## src/pipe_pkg.sv

```systemverilog
package pipe_pkg;

    // architectural register index, r0 reads as zero and is never a hazard
    typedef logic [4:0] reg_addr_t;

    // long-latency agents watched by the stall tracker
    localparam int NUM_AGENTS = 3;

    // bit positions of each agent in the packed req/ack/stall/err vectors
    localparam int AGT_ICACHE = 0;
    localparam int AGT_DCACHE = 1;
    localparam int AGT_MDU    = 2;

    // four-phase handshake phase of one agent
    // the return-to-zero of ack is tracked separately, so a new req
    // arriving while ack is still high keeps the stall up
    typedef enum logic [1:0] {
        TRK_IDLE         = 2'd0, // no request outstanding
        TRK_WAIT_ACK     = 2'd1, // req seen, result not ready yet
        TRK_WAIT_RELEASE = 2'd2  // ack seen, waiting for ack to drop
    } trk_state_t;

endpackage
```

## src/pipe_hazard_top.sv

```systemverilog
module pipe_hazard_top
    import pipe_pkg::*;
#(
    parameter bit FETCH_DECOUPLED = 1'b1,
    parameter bit BRANCH_FLUSH_E  = 1'b1
) (
    input  logic                  clk,
    input  logic                  rst_n,
    input  logic                  d_m_read_rs,
    input  logic                  d_m_read_rt,
    input  reg_addr_t             d_m_rs,
    input  reg_addr_t             d_m_rt,
    input  logic                  d_s_read_rs,
    input  logic                  d_s_read_rt,
    input  reg_addr_t             d_s_rs,
    input  reg_addr_t             d_s_rt,
    input  logic                  e_m_mem_to_reg,
    input  reg_addr_t             e_m_waddr,
    input  logic                  e_s_mem_to_reg,
    input  reg_addr_t             e_s_waddr,
    input  logic                  e_branch_taken,
    input  logic                  m_except,
    input  logic                  icache_req,
    input  logic                  icache_ack,
    input  logic                  dcache_req,
    input  logic                  dcache_ack,
    input  logic                  mdu_req,
    input  logic                  mdu_ack,
    output logic                  f_ena,
    output logic                  d_ena,
    output logic                  e_ena,
    output logic                  m_ena,
    output logic                  w_ena,
    output logic                  d_flush,
    output logic                  e_flush,
    output logic                  m_flush,
    output logic [NUM_AGENTS-1:0] proto_err
);

    logic lw_stall;
    logic i_stall;
    logic d_stall;
    logic alu_stall;

    load_use_detect load_use_detect_inst (
        .d_m_read_rs    (d_m_read_rs),
        .d_m_read_rt    (d_m_read_rt),
        .d_s_read_rs    (d_s_read_rs),
        .d_s_read_rt    (d_s_read_rt),
        .d_m_rs         (d_m_rs),
        .d_m_rt         (d_m_rt),
        .d_s_rs         (d_s_rs),
        .d_s_rt         (d_s_rt),
        .e_m_mem_to_reg (e_m_mem_to_reg),
        .e_s_mem_to_reg (e_s_mem_to_reg),
        .e_m_waddr      (e_m_waddr),
        .e_s_waddr      (e_s_waddr),
        .lw_stall       (lw_stall)
    );

    long_stall_tracker long_stall_tracker_inst (
        .clk        (clk),
        .rst_n      (rst_n),
        .icache_req (icache_req),
        .icache_ack (icache_ack),
        .dcache_req (dcache_req),
        .dcache_ack (dcache_ack),
        .mdu_req    (mdu_req),
        .mdu_ack    (mdu_ack),
        .i_stall    (i_stall),
        .d_stall    (d_stall),
        .alu_stall  (alu_stall),
        .proto_err  (proto_err)
    );

    hazard_combine #(
        .FETCH_DECOUPLED (FETCH_DECOUPLED),
        .BRANCH_FLUSH_E  (BRANCH_FLUSH_E)
    ) hazard_combine_inst (
        .lw_stall       (lw_stall),
        .i_stall        (i_stall),
        .d_stall        (d_stall),
        .alu_stall      (alu_stall),
        .e_branch_taken (e_branch_taken),
        .m_except       (m_except),
        .f_ena          (f_ena),
        .d_ena          (d_ena),
        .e_ena          (e_ena),
        .m_ena          (m_ena),
        .w_ena          (w_ena),
        .d_flush        (d_flush),
        .e_flush        (e_flush),
        .m_flush        (m_flush)
    );

endmodule

```

## src/hazard_combine.sv

```systemverilog
module hazard_combine #(
    parameter bit FETCH_DECOUPLED = 1'b1, // fetch queue sits between F and D
    parameter bit BRANCH_FLUSH_E  = 1'b1  // taken branch also squashes E
) (
    input  logic lw_stall,
    input  logic i_stall,
    input  logic d_stall,
    input  logic alu_stall,
    input  logic e_branch_taken,
    input  logic m_except,
    output logic f_ena,
    output logic d_ena,
    output logic e_ena,
    output logic m_ena,
    output logic w_ena,
    output logic d_flush,
    output logic e_flush,
    output logic m_flush
);

    logic long_stall; // any agent outstanding, whole pipe freezes
    logic back_stall; // stalls raised behind the fetch stage
    logic e_br_flush;

    assign long_stall = i_stall | d_stall | alu_stall;
    assign back_stall = d_stall | alu_stall;

    // with a fetch queue, F keeps filling while the back end waits
    assign f_ena = FETCH_DECOUPLED ? ~i_stall : ~(i_stall | back_stall);

    assign d_ena = ~(long_stall | lw_stall);
    assign e_ena = ~long_stall;
    assign m_ena = ~long_stall;

    // an exception in M retires through W even while the mdu holds E
    assign w_ena = ~long_stall | (alu_stall & m_except);

    assign e_br_flush = BRANCH_FLUSH_E & e_branch_taken;

    assign d_flush = m_except | e_branch_taken; // wrong-path slot pair in D
    assign e_flush = m_except | e_br_flush;
    assign m_flush = m_except;

endmodule

```

## src/long_stall_tracker.sv

```systemverilog
module long_stall_tracker
    import pipe_pkg::*;
(
    input  logic                  clk,
    input  logic                  rst_n,
    input  logic                  icache_req,
    input  logic                  icache_ack,
    input  logic                  dcache_req,
    input  logic                  dcache_ack,
    input  logic                  mdu_req,
    input  logic                  mdu_ack,
    output logic                  i_stall,
    output logic                  d_stall,
    output logic                  alu_stall,
    output logic [NUM_AGENTS-1:0] proto_err
);

    logic [NUM_AGENTS-1:0] req;
    logic [NUM_AGENTS-1:0] ack;
    logic [NUM_AGENTS-1:0] stall;
    logic [NUM_AGENTS-1:0] early_rel; // req dropped while still waiting

    trk_state_t state_q [NUM_AGENTS];
    trk_state_t state_d [NUM_AGENTS];

    assign req[AGT_ICACHE] = icache_req;
    assign req[AGT_DCACHE] = dcache_req;
    assign req[AGT_MDU]    = mdu_req;

    assign ack[AGT_ICACHE] = icache_ack;
    assign ack[AGT_DCACHE] = dcache_ack;
    assign ack[AGT_MDU]    = mdu_ack;

    always_comb begin
        for (int i = 0; i < NUM_AGENTS; i++) begin
            state_d[i]   = state_q[i];
            early_rel[i] = 1'b0;
            case (state_q[i])
                TRK_IDLE: begin
                    if (req[i]) begin
                        state_d[i] = TRK_WAIT_ACK;
                    end
                end
                TRK_WAIT_ACK: begin
                    // ack wins when req and ack change together
                    if (ack[i]) begin
                        state_d[i] = TRK_WAIT_RELEASE;
                    end else if (!req[i]) begin
                        state_d[i]   = TRK_IDLE; // request abandoned
                        early_rel[i] = 1'b1;
                    end
                end
                TRK_WAIT_RELEASE: begin
                    if (!ack[i]) begin
                        state_d[i] = TRK_IDLE;
                    end
                end
                default: begin
                    state_d[i] = TRK_IDLE;
                end
            endcase
        end
    end

    // stall from the first cycle req is seen, before the state catches up
    always_comb begin
        for (int i = 0; i < NUM_AGENTS; i++) begin
            case (state_q[i])
                TRK_WAIT_ACK:               stall[i] = 1'b1;
                TRK_IDLE, TRK_WAIT_RELEASE: stall[i] = req[i]; // new req pending
                default:                    stall[i] = 1'b0;
            endcase
        end
    end

    always_ff @(posedge clk or negedge rst_n) begin
        if (!rst_n) begin
            for (int i = 0; i < NUM_AGENTS; i++) begin
                state_q[i] <= TRK_IDLE;
            end
            proto_err <= '0;
        end else begin
            for (int i = 0; i < NUM_AGENTS; i++) begin
                state_q[i] <= state_d[i];
            end
            proto_err <= early_rel; // single-cycle pulse, state is idle after
        end
    end

    assign i_stall   = stall[AGT_ICACHE];
    assign d_stall   = stall[AGT_DCACHE];
    assign alu_stall = stall[AGT_MDU];

endmodule

```

## src/load_use_detect.sv

```systemverilog
module load_use_detect
    import pipe_pkg::*;
(
    input  logic      d_m_read_rs,
    input  logic      d_m_read_rt,
    input  logic      d_s_read_rs,
    input  logic      d_s_read_rt,
    input  reg_addr_t d_m_rs,
    input  reg_addr_t d_m_rt,
    input  reg_addr_t d_s_rs,
    input  reg_addr_t d_s_rt,
    input  logic      e_m_mem_to_reg,
    input  logic      e_s_mem_to_reg,
    input  reg_addr_t e_m_waddr,
    input  reg_addr_t e_s_waddr,
    output logic      lw_stall
);

    logic e_m_load; // master E slot holds a load to a real register
    logic e_s_load;

    logic hit_mm_rs; // naming: hit_<D slot><E slot>_<source>
    logic hit_mm_rt;
    logic hit_sm_rs;
    logic hit_sm_rt;
    logic hit_ms_rs;
    logic hit_ms_rt;
    logic hit_ss_rs;
    logic hit_ss_rt;

    // a load to r0 produces nothing worth waiting for
    assign e_m_load = e_m_mem_to_reg & (|e_m_waddr);
    assign e_s_load = e_s_mem_to_reg & (|e_s_waddr);

    // against the master E load
    assign hit_mm_rs = e_m_load & d_m_read_rs & (d_m_rs == e_m_waddr);
    assign hit_mm_rt = e_m_load & d_m_read_rt & (d_m_rt == e_m_waddr);
    assign hit_sm_rs = e_m_load & d_s_read_rs & (d_s_rs == e_m_waddr);
    assign hit_sm_rt = e_m_load & d_s_read_rt & (d_s_rt == e_m_waddr);

    // against the slave E load
    assign hit_ms_rs = e_s_load & d_m_read_rs & (d_m_rs == e_s_waddr);
    assign hit_ms_rt = e_s_load & d_m_read_rt & (d_m_rt == e_s_waddr);
    assign hit_ss_rs = e_s_load & d_s_read_rs & (d_s_rs == e_s_waddr);
    assign hit_ss_rt = e_s_load & d_s_read_rt & (d_s_rt == e_s_waddr);

    // the whole D pair holds if either slot needs a loaded value,
    // since the two slots issue together
    assign lw_stall = hit_mm_rs | hit_mm_rt
                    | hit_sm_rs | hit_sm_rt
                    | hit_ms_rs | hit_ms_rt
                    | hit_ss_rs | hit_ss_rt;

endmodule

```

## config.mk

```make
export PLATFORM = sky130hd
export DESIGN_NAME = pipe_hazard_top
export DESIGN_NICKNAME = d
export VERILOG_FILES = /design/src/pipe_pkg.sv /design/src/pipe_hazard_top.sv /design/src/hazard_combine.sv /design/src/long_stall_tracker.sv /design/src/load_use_detect.sv
export SDC_FILE = /design/constraint.sdc
export NUM_CORES = 1
export LEC_CHECK = 0
export ABC_AREA = 1
export BUFFER_PORTS_ARGS = -buffer_cell sky130_fd_sc_hd__buf_2
export CAP_MARGIN = 20
export CORE_MARGIN = 4
export CORE_UTILIZATION = 43
export CTS_BUF_LIST = sky130_fd_sc_hd__clkbuf_4 sky130_fd_sc_hd__clkbuf_8
export CTS_CLUSTER_SIZE = 16
export DETAILED_ROUTE_END_ITERATION = 12
export GPL_ROUTABILITY_DRIVEN = 0
export PLACE_DENSITY = 0.79
export SYNTH_ARGS = -nofsm -noshare
export SYNTH_HDL_FRONTEND = slang
export SYNTH_SLANG_ARGS = --single-unit
```

## constraint.sdc

```tcl
create_clock -name clk -period 1 [get_ports clk]
set_input_delay 0.05 -clock clk [delete_from_list [all_inputs] [get_ports clk]]
set_output_delay 0.05 -clock clk [all_outputs]
set_load 0.1 [all_outputs]
```

==> impl_metrics.env <==
export IMPL_crit_fanout=3
export IMPL_grt_start_max_net_pins=10
export IMPL_muxShareOfSynthArea=0
export IMPL_cts_clk_slew_worst_paths_ns=0.06
export IMPL_critical_path_class="reg2out"
export IMPL_die_w_um=59.6
export IMPL_synth_fp_nets=259
export IMPL_finalSetupViolCount=7
export IMPL_io_pins=57
export IMPL_coreArea_mm2=0.00250
export IMPL_fin_crit_sh=1.57
export IMPL_grt_pass1_wl_um=6710
export IMPL_relSlewSlack=0.678
export IMPL_start_util=0.457
export IMPL_arrival_ns=1.52
export IMPL_cap_violations=0
export IMPL_area_growth_syn_to_layout_pct=66.4
export IMPL_regArea_um2=225
export IMPL_min_from="icache_req"
export IMPL_totalWireLength_um=4410
export IMPL_nets=345
export IMPL_synth_cell_type_count=24
export IMPL_ff2ff_path_depth=5
export IMPL_place_area_mm2=0.00170
export IMPL_synth_xor_area_frac=0.0230
export IMPL_post_dp_hpwl_um=3260
export IMPL_peakVddDrop_v=0.00103
export IMPL_synth_area_leaders="nand2_1 (26%), dfrtp_1 (20%), nor2_1 (11%)"
export IMPL_synthAdderAreaFrac=0
export IMPL_p_leak_uw=0.00112
export IMPL_worst_hold_path_endpoint="long_stall_tracker_inst.state_q[4]$_DFFE_PN0P_"
export IMPL_path_cells="inv_2 -> or2_4 -> o21ai_4 -> nor3_4 -> nand2_2 -> nor2_4 -> buf_12"
export IMPL_final_area_mm2=0.00190
export IMPL_status="finished with violations"
export IMPL_synth_area_leader_cell="nand2_1"
export IMPL_drtIter0Drc=84
export IMPL_synth_compound_area_frac=0.152
export IMPL_rsz0062_at_grt="true"
export IMPL_ctsHtreeMaxLevel=1
export IMPL_seq_area_frac_synth=0.197
export IMPL_fp_dieH_um=59.6
export IMPL_r2r_end="long_stall_tracker_inst.state_q[5]$_DFFE_PN0P_"
export IMPL_r2r_start="long_stall_tracker_inst.state_q[4]$_DFFE_PN0P_"
export IMPL_crit_path_max_incr_delay_ns=0.39
export IMPL_grt_pass1_vias=1496
export IMPL_final_setup_tns_ns=-2.92
export IMPL_powerDensity_mw_per_mm2=997
export IMPL_clk_path_buf_depth=2
export IMPL_reg2reg_setup_slack_ns=-0.12
export IMPL_post_route_drc_count=0
export IMPL_violations="negative setup slack"
export IMPL_cts_inserted_buffers=3
export IMPL_viasPerCell=5.11
export IMPL_clk_latency_ns=0.27
export IMPL_vias=1677
export IMPL_netlist_area_mm2=0.00114
export IMPL_worstMarginPinSlew_ns=0.486
export IMPL_cp_slowest_cell="dfrtp_1"
export IMPL_hold_class="in2reg"
export IMPL_antenna_left=0
export IMPL_finalHoldViolCount=0
export IMPL_finClkSkew_ns=0.00281
export IMPL_period_minus_slack_ns=1.57
export IMPL_synth_seq_cells=9
export IMPL_n_fill_cell=205
export IMPL_num_antenna_cells=0
export IMPL_synth_top_area_frac=0.256
export IMPL_cts_tree="yes"
export IMPL_die_area_mm2=0.00355
export IMPL_cts_root_buffer="clkbuf_4"
export IMPL_firstDrtPassIters=4
export IMPL_holdPathStages=3
export IMPL_synth_top_family_by_area="simple AND/OR/NAND/NOR gates"
export IMPL_cts_sinks=9
export IMPL_multi_input_area_um2=818
export IMPL_yosys_warnings=0
export IMPL_critPathRequiredTime_ns=0.95
export IMPL_grt_antenna_before_repair=0
export IMPL_yosys_area_share_simple=0.470
export IMPL_crit_path_end_kind="primary output"
export IMPL_layout_drive_gt1_share=0.399
export IMPL_core_rowCount=18
export IMPL_netlist_instances=213
export IMPL_grt_overflow=0
export IMPL_io_buffers=56
export IMPL_avgSynthCellArea_um2=5.37
export IMPL_avgRoutedWirePerCell_um=13.4
export IMPL_critPathLaunchType="register"
export IMPL_clock_fmax_mhz=636
export IMPL_grt_use_total=0.253
export IMPL_timing_final_ws_setup_ns=-0.573
export IMPL_drv_slew=0
==> worst max path at each step <==
stage,start,end,cells past startpoint
global route,long_stall_tracker_inst.state_q[4]$_DFFE_PN0P_,d_ena,7
floorplan,long_stall_tracker_inst.state_q[4]$_DFFE_PN0P_,d_ena,6
CTS,long_stall_tracker_inst.state_q[0]$_DFFE_PN0P_,d_ena,7
detailed placement,long_stall_tracker_inst.state_q[2]$_DFFE_PN0P_,d_ena,9
global placement,long_stall_tracker_inst.state_q[2]$_DFFE_PN0P_,d_ena,9
finish,long_stall_tracker_inst.state_q[4]$_DFFE_PN0P_,d_ena,7
==> cells by family (layout without fill, tap and decap cells) <==
logic type	after synthesis	after routing
AO/OA/AOI/OAI	28	28
XOR/XNOR	3	3
buffers and inverters	43	128
flip-flops	9	9
AND/OR/NAND/NOR	130	130
==> cells in the mapped netlist (all sizes together) <==
master	n
nand2	78
inv	38
nor2	33
o21ai	18
dfrtp	9
nand3	8
nor3	6
buf	4
a211oi	3
a21boi	3
or2	3
xor2	3
a22oi	2
nand4	2
a21o	1
a21oi	1
clkinv	1
==> layout by cell type (no fill, tap or decap), drive strengths merged <==
cell,netlist,routed
or2,3,3
nand3,8,8
buf,4,78
a21oi,1,1
dlygate4sd3,0,7
dfrtp,9,9
inv,38,39
a21o,1,1
nand4,2,2
clkbuf,0,4
nand2,78,78
a22oi,2,2
xor2,3,3
a211oi,3,3
a21boi,3,3
nor3,6,6
nor2,33,33
o21ai,18,18
==> cell type report <==
| type | instances | area share |
|---|---|---|
| multi-input cells | 161 | 0.430 |
| well taps | 30 | 0.0197 |
| inverters | 39 | 0.0782 |
| flip-flops and latches | 9 | 0.118 |
| repair buffers | 85 | 0.338 |
| clock buffers | 4 | 0.0158 |
==> metal layers <==
layer  GRT usage  wire, um
met1       0.310      1730
met2       0.449      2210
met3      0.0458       361
met4      0.0728       102
met5           0         0
==> per-stage QoR <==
step / std cells / setup WS (ns) / utilization / power (uW) / hold slack (ns)
2_1_floorplan: 213 / -1.24 / - / 1000 / -0.246
3_3_place_gp: 313 / -0.341 / 0.682 / 1410 / -0.0905
3_5_place_dp: 313 / -0.449 / 0.682 / 1440 / -0.0893
4_1_cts: 328 / -0.581 / 0.755 / 1850 / 0.0866
5_1_grt: 328 / -0.652 / 0.761 / 2000 / 0.106
6_report: 328 / -0.573 / 0.761 / 1900 / 0.0957
==> flip-flops by register name, indices dropped and copies added (netlist names) <==
register / count
long_stall_tracker_inst.proto_err: 3
long_stall_tracker_inst.state_q: 6
==> what timing repair did <==
action                                 CTS  global route
endpoints found under the hold margin   12             0
pin swaps                                7             5
setup endpoints to repair                8            12
setup buffers                            8             1
hold buffers                             7             0
resized for setup                       19             7
==> critical path: cells and delay by family (launching register included) <==
kind | cells | cell delay [ns]
simple gates | 4 | 0.55
flops | 1 | 0.39
buf+inv | 2 | 0.25
compound gates | 1 | 0.06
==> report_power, final <==
group | total, uW | internal [uW] | switching (uW)
Clock | 319 | 182 | 137
Combinational | 1160 | 467 | 692
Sequential | 420 | 395 | 24.9
Total | 1900 | 1040 | 854
(Power assumes the default switching activity.)
